## src/design/dz_pkg.sv

```systemverilog
package dz_pkg;

    // panel geometry
    localparam int dz_rows = 8;
    localparam int dz_cols = 8;

    localparam int dz_num_images = 12; // 5 blobs, full panel, 6 icons

    typedef logic [$clog2(dz_rows)-1:0] dz_row_t;
    typedef logic [3:0]                 dz_img_t;
    typedef logic [dz_cols-1:0]         dz_cols_t; // 1 = led lit

    typedef struct packed {
        logic [7:0] frame_period;  // scans per image where 0 acts as 1
        logic [7:0] hot_threshold;
        logic [3:0] hysteresis;
    } dz_cfg_t;

    typedef struct packed {
        logic [dz_rows-1:0] row;  // active low row select
        dz_cols_t           colr;
        dz_cols_t           colg;
    } dz_scan_t;

    // register map
    localparam logic [1:0] dz_addr_frame_period  = 2'd0;
    localparam logic [1:0] dz_addr_hot_threshold = 2'd1;
    localparam logic [1:0] dz_addr_hysteresis    = 2'd2;

    // values after reset
    localparam logic [7:0] dz_rst_frame_period  = 8'd4;
    localparam logic [7:0] dz_rst_hot_threshold = 8'd80;
    localparam logic [3:0] dz_rst_hysteresis    = 4'd4;

endpackage

```

## src/design/dz_config_regs.sv

```systemverilog
`timescale 1ns/1ps

module dz_config_regs
    import dz_pkg::*;
(
    input  logic       clk,
    input  logic       rst,
    input  logic       cfg_wr,
    input  logic [1:0] cfg_addr,
    input  logic [7:0] cfg_wdata,
    output dz_cfg_t    cfg
);

    always_ff @(posedge clk or posedge rst)
    begin
        if (rst)
        begin
            cfg.frame_period  <= dz_rst_frame_period;
            cfg.hot_threshold <= dz_rst_hot_threshold;
            cfg.hysteresis    <= dz_rst_hysteresis;
        end
        else if (cfg_wr)
        begin
            case (cfg_addr)
                dz_addr_frame_period:
                begin
                    cfg.frame_period <= cfg_wdata;
                end
                dz_addr_hot_threshold:
                begin
                    cfg.hot_threshold <= cfg_wdata;
                end
                dz_addr_hysteresis:
                begin
                    cfg.hysteresis <= cfg_wdata[3:0]; // upper nibble dropped
                end
                default:
                begin
                    // address 3 is unused
                end
            endcase
        end
    end

endmodule

```

## src/design/dz_frame_seq.sv

```systemverilog
`timescale 1ns/1ps

module dz_frame_seq
    import dz_pkg::*;
(
    input  logic    clk,
    input  logic    rst,
    input  logic    st,
    input  dz_cfg_t cfg,
    output dz_row_t row_idx,
    output dz_img_t img_idx
);

    logic [7:0] scan_cnt;  // full scans done on current image
    logic [7:0] period_m1;
    logic       row_wrap;
    logic       img_last;

    assign period_m1 = (cfg.frame_period == 8'd0) ? 8'd0 : cfg.frame_period - 8'd1;
    assign row_wrap  = (row_idx == dz_row_t'(dz_rows - 1));
    assign img_last  = (img_idx == dz_img_t'(dz_num_images - 1));

    always_ff @(posedge clk or posedge rst)
    begin
        if (rst)
        begin
            row_idx  <= '0;
            img_idx  <= '0;
            scan_cnt <= '0;
        end
        else if (!st)
        begin
            // held at image 0, row 0 until enabled
            row_idx  <= '0;
            img_idx  <= '0;
            scan_cnt <= '0;
        end
        else
        begin
            row_idx <= row_wrap ? dz_row_t'(0) : row_idx + dz_row_t'(1);
            if (row_wrap)
            begin
                // >= covers a period lowered mid image
                if (scan_cnt >= period_m1)
                begin
                    scan_cnt <= '0;
                    img_idx  <= img_last ? dz_img_t'(0) : img_idx + dz_img_t'(1);
                end
                else
                begin
                    scan_cnt <= scan_cnt + 8'd1;
                end
            end
        end
    end

endmodule

```

## src/design/dz_temp_monitor.sv

```systemverilog
`timescale 1ns/1ps

module dz_temp_monitor
    import dz_pkg::*;
(
    input  logic       clk,
    input  logic       rst,
    input  logic [7:0] temp_code,
    input  dz_cfg_t    cfg,
    output logic       hot
);

    logic [7:0] hyst_ext;
    logic [7:0] fall_level;
    logic       above_rise;
    logic       below_fall;

    assign hyst_ext = {4'd0, cfg.hysteresis};

    // clamp at zero instead of wrapping
    assign fall_level = (cfg.hot_threshold > hyst_ext) ?
                        cfg.hot_threshold - hyst_ext : 8'd0;

    assign above_rise = (temp_code >= cfg.hot_threshold);
    assign below_fall = (temp_code < fall_level);

    always_ff @(posedge clk or posedge rst)
    begin
        if (rst)
        begin
            hot <= 1'b0;
        end
        else if (above_rise)
        begin
            hot <= 1'b1;
        end
        else if (below_fall)
        begin
            hot <= 1'b0;
        end
        // inside the band hot keeps its value
    end

endmodule

```

## src/design/dz_show.sv

```systemverilog
`timescale 1ns/1ps

module dz_show
    import dz_pkg::*;
(
    input  logic     clk,
    input  logic     rst,
    input  logic     st,
    input  dz_row_t  row_idx,
    input  dz_img_t  img_idx,
    input  logic     hot,
    output dz_scan_t scan,
    output dz_img_t  img
);

    // image rom with one column word per image and row
    function automatic dz_cols_t rom_word(input dz_img_t i, input dz_row_t r);
        dz_cols_t w;
        w = '0;
        case (i)
            4'd0:
            begin
                if (r == 3'd2 || r == 3'd5) w = 8'h18;
                if (r == 3'd3 || r == 3'd4) w = 8'h3c;
            end
            4'd1:
            begin
                if (r == 3'd2 || r == 3'd5) w = 8'h38;
                if (r == 3'd3 || r == 3'd4) w = 8'h7c;
            end
            4'd2:
            begin
                if (r == 3'd2 || r == 3'd5) w = 8'h3c;
                if (r == 3'd3 || r == 3'd4) w = 8'h7e;
            end
            4'd3:
            begin
                if (r == 3'd1 || r == 3'd6) w = 8'h3c;
                if (r >= 3'd2 && r <= 3'd5) w = 8'h7e;
            end
            4'd4:
            begin
                if (r == 3'd0 || r == 3'd7) w = 8'h3c;
                if (r == 3'd1 || r == 3'd6) w = 8'h7e;
                if (r >= 3'd2 && r <= 3'd5) w = 8'hff;
            end
            4'd5: w = 8'hff; // full panel
            4'd6:
            begin
                case (r)
                    3'd0: w = 8'hc3;
                    3'd1: w = 8'he3;
                    3'd2: w = 8'hf1;
                    3'd3: w = 8'he3;
                    3'd4: w = 8'hc7;
                    3'd5: w = 8'he7;
                    3'd6: w = 8'hf7;
                    default: w = 8'hfb;
                endcase
            end
            4'd7:
            begin
                case (r)
                    3'd0: w = 8'h00;
                    3'd1: w = 8'h01;
                    3'd2: w = 8'h81;
                    3'd3: w = 8'hc3;
                    3'd4: w = 8'h83;
                    3'd5: w = 8'hc7;
                    3'd6: w = 8'he7;
                    default: w = 8'hf3;
                endcase
            end
            4'd8:
            begin
                case (r)
                    3'd0: w = 8'h00;
                    3'd1: w = 8'h38;
                    3'd2: w = 8'h44;
                    3'd3: w = 8'h5a;
                    3'd4: w = 8'h4a;
                    3'd5: w = 8'h32;
                    3'd6: w = 8'hc4;
                    default: w = 8'h38;
                endcase
            end
            4'd9:
            begin
                case (r)
                    3'd2: w = 8'h60;
                    3'd3: w = 8'hfc;
                    3'd4: w = 8'h3f;
                    3'd5: w = 8'h3e;
                    3'd6: w = 8'h1c;
                    default: w = 8'h00;
                endcase
            end
            4'd10:
            begin
                case (r)
                    3'd2: w = 8'h18;
                    3'd3: w = 8'h3c;
                    3'd4: w = 8'h7e;
                    3'd5: w = 8'h7e;
                    3'd6: w = 8'h24;
                    default: w = 8'h00;
                endcase
            end
            4'd11:
            begin
                case (r)
                    3'd0: w = 8'he0;
                    3'd1: w = 8'h60;
                    3'd2: w = 8'he0;
                    3'd3: w = 8'h30;
                    3'd4: w = 8'h31;
                    3'd5: w = 8'h33;
                    3'd6: w = 8'h3e;
                    default: w = 8'h1c;
                endcase
            end
            default: w = '0; // indices 12..15 stay dark
        endcase
        return w;
    endfunction

    logic [dz_rows-1:0] row_sel;
    dz_cols_t           rom_colg;

    always_comb
    begin
        row_sel          = '1;
        row_sel[row_idx] = 1'b0; // one low bit per scanned row
    end

    assign rom_colg = rom_word(img_idx, row_idx);

    always_ff @(posedge clk or posedge rst)
    begin
        if (rst)
        begin
            scan <= '{row: '1, colr: '0, colg: '0};
            img  <= '0;
        end
        else if (!st)
        begin
            scan <= '{row: '1, colr: '0, colg: '0}; // panel dark
            img  <= '0;
        end
        else
        begin
            scan.row  <= row_sel;
            scan.colg <= rom_colg;
            scan.colr <= hot ? rom_colg : '0; // red on top of green gives amber
            img       <= img_idx;
        end
    end

endmodule

```

## src/design/dz_display_top.sv

```systemverilog
`timescale 1ns/1ps

module dz_display_top
    import dz_pkg::*;
(
    input  logic       clk,
    input  logic       rst,
    input  logic       st,
    input  logic [7:0] temp_code,
    input  logic       cfg_wr,
    input  logic [1:0] cfg_addr,
    input  logic [7:0] cfg_wdata,
    output dz_scan_t   scan,
    output dz_img_t    img,
    output logic       hot
);

    dz_cfg_t cfg;
    dz_row_t row_idx;
    dz_img_t img_idx;

    dz_config_regs dz_config_regs_i (
        .clk       (clk),
        .rst       (rst),
        .cfg_wr    (cfg_wr),
        .cfg_addr  (cfg_addr),
        .cfg_wdata (cfg_wdata),
        .cfg       (cfg)
    );

    dz_frame_seq dz_frame_seq_i (
        .clk     (clk),
        .rst     (rst),
        .st      (st),
        .cfg     (cfg),
        .row_idx (row_idx),
        .img_idx (img_idx)
    );

    dz_temp_monitor dz_temp_monitor_i (
        .clk       (clk),
        .rst       (rst),
        .temp_code (temp_code),
        .cfg       (cfg),
        .hot       (hot)
    );

    // hot goes out directly and also gates the red plane
    dz_show dz_show_i (
        .clk     (clk),
        .rst     (rst),
        .st      (st),
        .row_idx (row_idx),
        .img_idx (img_idx),
        .hot     (hot),
        .scan    (scan),
        .img     (img)
    );

endmodule

```

## config.mk

```make
export PLATFORM = sky130hd
export DESIGN_NAME = dz_display_top
export DESIGN_NICKNAME = d
export VERILOG_FILES = /design/src/design/dz_pkg.sv /design/src/design/dz_config_regs.sv /design/src/design/dz_frame_seq.sv /design/src/design/dz_temp_monitor.sv /design/src/design/dz_show.sv /design/src/design/dz_display_top.sv
export SDC_FILE = /design/constraint.sdc
export NUM_CORES = 1
export LEC_CHECK = 0
export BUFFER_PORTS_ARGS = -buffer_cell sky130_fd_sc_hd__clkbuf_2
export CORE_MARGIN = 1
export CORE_UTILIZATION = 40
export CTS_CLUSTER_SIZE = 20
export DETAILED_ROUTE_END_ITERATION = 12
export HOLD_SLACK_MARGIN = 0.08
export PLACE_DENSITY = 0.59
export REMOVE_ABC_BUFFERS = 1
export SYNTH_ARGS = -nofsm -noshare
export SYNTH_HDL_FRONTEND = slang
export SYNTH_SLANG_ARGS = --single-unit
```

## constraint.sdc

```tcl
create_clock -name clk -period 3.83 [get_ports clk]
set_input_delay 0.1915 -clock clk [delete_from_list [all_inputs] [get_ports clk]]
set_output_delay 0.1915 -clock clk [all_outputs]
set_load 0.05 [all_outputs]
```

# Yosys cells after proc, flatten, opt, wreduce, memory -nomap -nowiden
# Index checks and enable logic that the tools add are counted.
op_classes:
  mux: 36
  n_bitwise: 1
  n_addsub: 5
  n_eq_ne: 22
  n_reduce_logical: 18
  n_lt_le_gt_ge: 8
op_table:
  columns: ["op", "n"]
  rows:
  - ["8-bit case mux with 12 select lines", 1]
  - ["8-bit case mux with 6 select lines", 2]
  - ["8-bit 2-to-1 mux", 7]
  - ["8-bit case mux with 7 select lines", 1]
  - ["8-bit case mux with 5 select lines", 1]
  - ["6-bit case mux with 6 select lines", 1]
  - ["6-bit 2-to-1 mux", 5]
  - ["7-bit 2-to-1 mux", 4]
  - ["7-bit case mux with 4 select lines", 1]
  - ["24-bit 2-to-1 mux", 1]
  - ["4-bit 2-to-1 mux", 5]
  - ["4-bit by 3-bit equality test with 1-bit output, second input constant", 4]
  - ["4-bit equality test, second input constant", 4]
  - ["8-bit greater-or-equal comparator", 2]
  - ["3-bit equality test, second input constant", 4]
  - ["8-bit by 1-bit adder with 8-bit output, second input constant", 1]
  - ["4-bit by 2-bit equality test with 1-bit output, second input constant", 2]
  - ["8-bit by 4-bit greater-than comparator with 1-bit output", 1]
  - ["8-bit zero test", 1]
  - ["8-bit less-than comparator", 1]
  - ["8-bit inverter", 1]
  - ["2-bit AND reduction", 4]
  - ["8-bit by 1-bit subtractor with 8-bit output, second input constant", 1]
  - ["8-bit by 4-bit subtractor with 8-bit output", 1]
  - ["other kinds (23)", 34]
word_totals:
  ff_bits: 64
  input_bits: 22
  word_cells: 101
  out_inout_bits: 29

# Longest topological paths before layout
depth:
  word_depth: 8
  mapped_depth: 14
  ltp_nobuf: 14

# Modules after synthesis
# From an unflattened synthesis, not the netlist that was laid out.
unflattened:
  cells_unflattened: 428
  area_unflattened_um2: 4332.9
modules_own_cells:
  columns: ["mod", "area_per_inst_um2", "cells_each", "seq_area_each_um2", "n_inst"]
  rows:
  - ["dz_show", 1720.4, 181, 710.7, 1]
  - ["dz_frame_seq", 1183.6, 118, 375.4, 1]
  - ["dz_config_regs", 772.0, 44, 505.5, 1]
  - ["dz_temp_monitor", 656.9, 85, 25.0, 1]

# Worst setup path after synthesis
# OpenSTA, ideal clock, no wires.
synth_path:
  kind: "flip-flop to flip-flop"
  start: "register dz_config_regs_i.cfg[12] (netlist name)"
  end: "register dz_frame_seq_i.img_idx[0]"
  path_stages_with_launch: 13
  required_ns: 3.709
  arrival_ns: 2.601
  n_path_buf: 0
  setup_slack_ns: 1.109
  setup_ns: 0.121
  path_cell_list: "dfrtp_1 inv_1 ha_1 nor2b_1 nand3b_1 or3_1 and2_1 ha_1 nor2b_1 o21ai_1 a221oi_2 a211oi_1 a22o_1"
synth_between:
  elab_chain_cells: 5
  elab_cells_between_ends: 6
  cone_classes: "add/sub: 1; order compare: 1; eq/ne: 1; mux: 1; reduce/logical: 2"
synth_rtl:
  columns: ["element", "line", "rtl"]
  rows:
  - ["8-bit by 1-bit subtractor with 8-bit output / 8-bit zero test (equally long branches)", "dz_frame_seq.sv:19", "assign period_m1 = (cfg.frame_period == 8'd0) ? 8'd0 : cfg.frame_period - 8'd1;"]
  - ["8-bit 2-to-1 mux *", "dz_frame_seq.sv:19", null]
  - ["8-bit greater-or-equal comparator *", "dz_frame_seq.sv:44", "if (scan_cnt >= period_m1)"]
  - ["2-bit by 1-bit != test with 1-bit output (no line) *", null, null]
  - ["2-bit AND reduction (no line) *", null, null]
  - ["end signal, assigned", "dz_frame_seq.sv:47", "img_idx <= img_last ? dz_img_t'(0) : img_idx + dz_img_t'(1);"]
  - ["end, declared", "dz_frame_seq.sv:11", "output dz_img_t img_idx"]
# Mark *: on every way between the ends. The rest lies on a longest branch, timed or not.
# A chain may end at the register's enable or synchronous reset.

# Final worst setup path
layout_path:
  start: "register dz_config_regs_i.cfg[12] (netlist name)"
  end: "register dz_frame_seq_i.img_idx[1]"
layout_between:
  elab_chain_cells: 5
  elab_cells_between_ends: 6
  cone_classes: "add/sub: 1; order compare: 1; eq/ne: 1; mux: 1; reduce/logical: 2"
layout_rtl:
  columns: ["element", "line"]
  rows:
  - ["8-bit by 1-bit subtractor with 8-bit output / 8-bit zero test (equally long branches)", "dz_frame_seq.sv:19"]
  - ["8-bit 2-to-1 mux *", "dz_frame_seq.sv:19"]
  - ["8-bit greater-or-equal comparator *", "dz_frame_seq.sv:44"]
  - ["2-bit by 1-bit != test with 1-bit output (no line) *", null]
  - ["2-bit AND reduction (no line) *", null]
# Marked as above.

==> key figures <==
STA
  – Total negative slack: 0 ns
  – Worst hold slack: 0.102 ns
  – Final hold vios: 0
  – Clock skew: 0.0109 ns
  – RSZ-0062 raised after global routing: no
  – Measured slew at the worst slew-check pin: 0.697 ns
  – Tcrit/Tclk final: 80.5%
  – Fmax: 324 MHz
  – Min cycle time layout: 3.08 ns
  – Relative slew slack: 53.4%
  – Final Slew Violations: 0
  – Count of final setup violators: 0

Synth
  – Seq cells post-synth: 64
  – Post-synth top area share: 30.7%
  – Cells after Synth: 445
  – Yosys cell types: 70
  – Sequential area share after synthesis: 38.2%
  – EDFF count, synth: 0
  – Largest cells by area after synthesis: dfrtp_1 31%, ha_1 13%, dfstp_2 7.4%, mux2_2 4.8%, nand2_1 4.3%
  – Post-synth ARST share: 100%
  – Mean Syn Cell Area: 9.51 sq um
  – Top_reg_cell synth: dfrtp_1
  – Synth warnings: 0
  – Cell accounting for the most synthesized area: dfrtp_1
  – Mapped Area: 4230 sq um

Status
  – Outcome: completed

Cells and area
  – # fillers: 1033
  – Fin nets: 565
  – Core Util, Final: 46.9%
  – Antenna cells: 0
  – Layout cells sized above 1: 22.7%
  – Area Growth Syn to Fin: 13.8%

Power and ir drop
  – Power per Cell Area: 463 nW/um^2
  – Worst IR drop on VDD: 0.000221 V
  – Leak: 2.25 nW

CTS
  – CTS Sinks: 64
  – Post-CTS setup buffer count: 0
  – Hold_buf cts: 1
  – Max Root-Sink Buffers: 2
  – Reg clk slew, reported paths: 0.09 ns
  – CTS tree: done
  – Clock latency on the worst-skew pair: 0.34 ns
  – Total CTS buffers: 9
  – Clk root buf: clkbuf_8
  – CTS H-Tree Depth: 3
  – Post_cts resized: 0

Placement
  – Number of buffers added on ports: 50
  – Hpwl dp: 7340 microns
  – Placer Congestion: 0.929

Route
  – Post-route ant nets: 0
  – Pre-antenna DRT Iters: 4
  – Via count: 3438
  – Routed WL: 9850 microns
  – Wirelength per Cell: 15.4 microns
  – # DRC: 0
  – DR vias/cell: 5.39
  – Starting DRC count in detailed routing: 190

Worst setup path
  – Crit path kind: flip-flop to flip-flop
  – WP data required: 4.05 ns
  – CP max FO: 7
  – R2R setup slack: 0.75 ns
  – Startpoint Class: flip-flop
  – Worst setup EP type: flip-flop
  – Arrival time at the worst endpoint: 3.30 ns

Die
  – Die W: 105 microns
  – Core Area: 10300 sq um
  – DIE HEIGHT: 105 microns
  – Num rows: 37
  – Initial Utilization: 41.2%
  – Die Footprint: 11000 sq um
  – # IOs: 51

Min path
  – Min-Delay Path Class: primary input to flip-flop

Global routing
  – Aggregate global-route resource usage: 19.1%
  – Initial antenna violation count: 0
  – Gr ovfl total: 0
  – Largest net degree at the start of global routing: 40
  – Vias in the first global route: 3402
  – First-pass GRT wire length: 16700 microns

Run
  – Max_cap viols: 0
==> through the flow <==
stage                     setup WS [ns]  instance area, sq um  power, mW  std cells
after floorplan                    1.11                  4180       1.43        434
after global placement            0.912                  4610       1.61        621
after detailed placement          0.791                  4610       1.63        621
after CTS                         0.767                  4820       2.25        638
after global routing              0.483                  4820       2.38        638
final                             0.747                  4820       2.23        638
==> final cells by class <==
class / instances / area (sq um) / share of cell area (%)
tap: 136 / 170 / 3.53
clock inverter: 7 / 80.1 / 1.66
timing repair buffer: 52 / 268 / 5.56
multi-input combinational: 341 / 2450 / 50.9
inverter: 29 / 109 / 2.26
sequential: 64 / 1620 / 33.5
clock buffer: 9 / 124 / 2.57
==> final timing paths <==
check | start | cells past startpoint | to
setup / recovery | dz_config_regs_i.cfg[12]$_DFFE_PP0P_ | 12 | dz_frame_seq_i.img_idx[1]$_DFFE_PP0P_
hold / removal | cfg_wdata[4] | 2 | dz_config_regs_i.cfg[16]$_DFFE_PP0P_
setup reg to reg | dz_config_regs_i.cfg[12]$_DFFE_PP0P_ | 12 | dz_frame_seq_i.img_idx[1]$_DFFE_PP0P_
hold reg to reg | dz_config_regs_i.cfg[3]$_DFFE_PP0P_ | 1 | dz_config_regs_i.cfg[3]$_DFFE_PP0P_
max in group asynchronous | rst | 4 | dz_config_regs_i.cfg[10]$_DFFE_PP1P_
min in group asynchronous | rst | 3 | dz_show_i.scan[10]$_DFF_PP0_
==> power breakdown <==
group	total, mW	switching, mW	internal (mW)
Clock	0.610	0.304	0.306
Sequential	0.835	0.0744	0.761
Combinational	0.786	0.489	0.297
==> cells by family (layout without fill, tap and decap cells) <==
group                    after synthesis  in the layout  synth area share, %
buffers and inverters                 40             97                 3.90
AND/OR/NAND/NOR                      165            165                 20.2
AO/OA/AOI/OAI                         98             98                 16.1
multiplexers                          22             22                 5.73
XOR/XNOR                              10             10                 2.07
adder cells (fa/ha/maj)               46             46                 13.8
flip-flops                            64             64                 38.2
==> layout by cell type, fill, tap and decap left out, types with 3 or more instances in the layout <==
cell       n
a211oi_1   3
a21o_1     6
a21oi_1   27
a31oi_1    5
and2_1     5
and3_1     4
and3b_1    3
clkbuf_2  50
clkbuf_8   9
clkinv_4   3
dfrtp_1   52
dfstp_2   12
ha_1      45
inv_1     27
mux2_2    18
mux2i_1    4
nand2_1   48
nand2b_1   8
nand3_1   14
nand3b_1   5
nand4_1    6
nor2_1    31
nor2b_1   11
nor3_1    11
nor4_1     3
o21ai_0   19
o31a_1     3
xnor2_1    5
xor2_1     5
==> registers in the layout, summed over array words and instances (netlist names) <==
| signal | count |
|---|---|
| dz_frame_seq_i.scan_cnt | 8 |
| dz_temp_monitor_i.hot | 1 |
| dz_config_regs_i.cfg | 20 |
| dz_show_i.img | 4 |
| dz_frame_seq_i.row_idx | 3 |
| dz_frame_seq_i.img_idx | 4 |
| dz_show_i.scan | 24 |
==> routing by layer <==
metal / vias up / track usage (%) / part of all wire, %
met2: 79 / 31.2 / 48
met4: 0 / 5.33 / 0.42
met1: 1647 / 25.3 / 48
met3: 4 / 4.05 / 3.3
met5: - / 0 / 0
li1: 1708 / - / -
==> cells in the mapped netlist, drive strengths merged, types with 3 or more instances <==
master,number
buf,11
and2,6
or2,3
and3b,3
nand2,48
nor2b,13
o31a,3
a31oi,5
a21o,6
nand2b,8
nand3b,5
nand3,14
ha,45
nand4,6
o21ai,21
dfstp,12
mux2i,4
a211oi,3
nor3,12
nor4,3
o311ai,3
mux2,18
xnor2,5
and3,4
a21oi,28
nor3b,3
xor2,5
inv,28
dfrtp,52
nor2,31
==> critical path: stages (launching register included) <==
cell and delay [ns]:
dfrtp_1 0.38, inv_1 0.08, ha_1 0.16, nor2b_1 0.25
nand3b_1 0.16, or3_1 0.41, and2_1 0.19, ha_1 0.27
nor2b_1 0.12, o21ai_1 0.10, a221oi_2 0.45, a21oi_2 0.22
mux2i_1 0.15
Note: power is estimated with default switching activity, not from simulation.
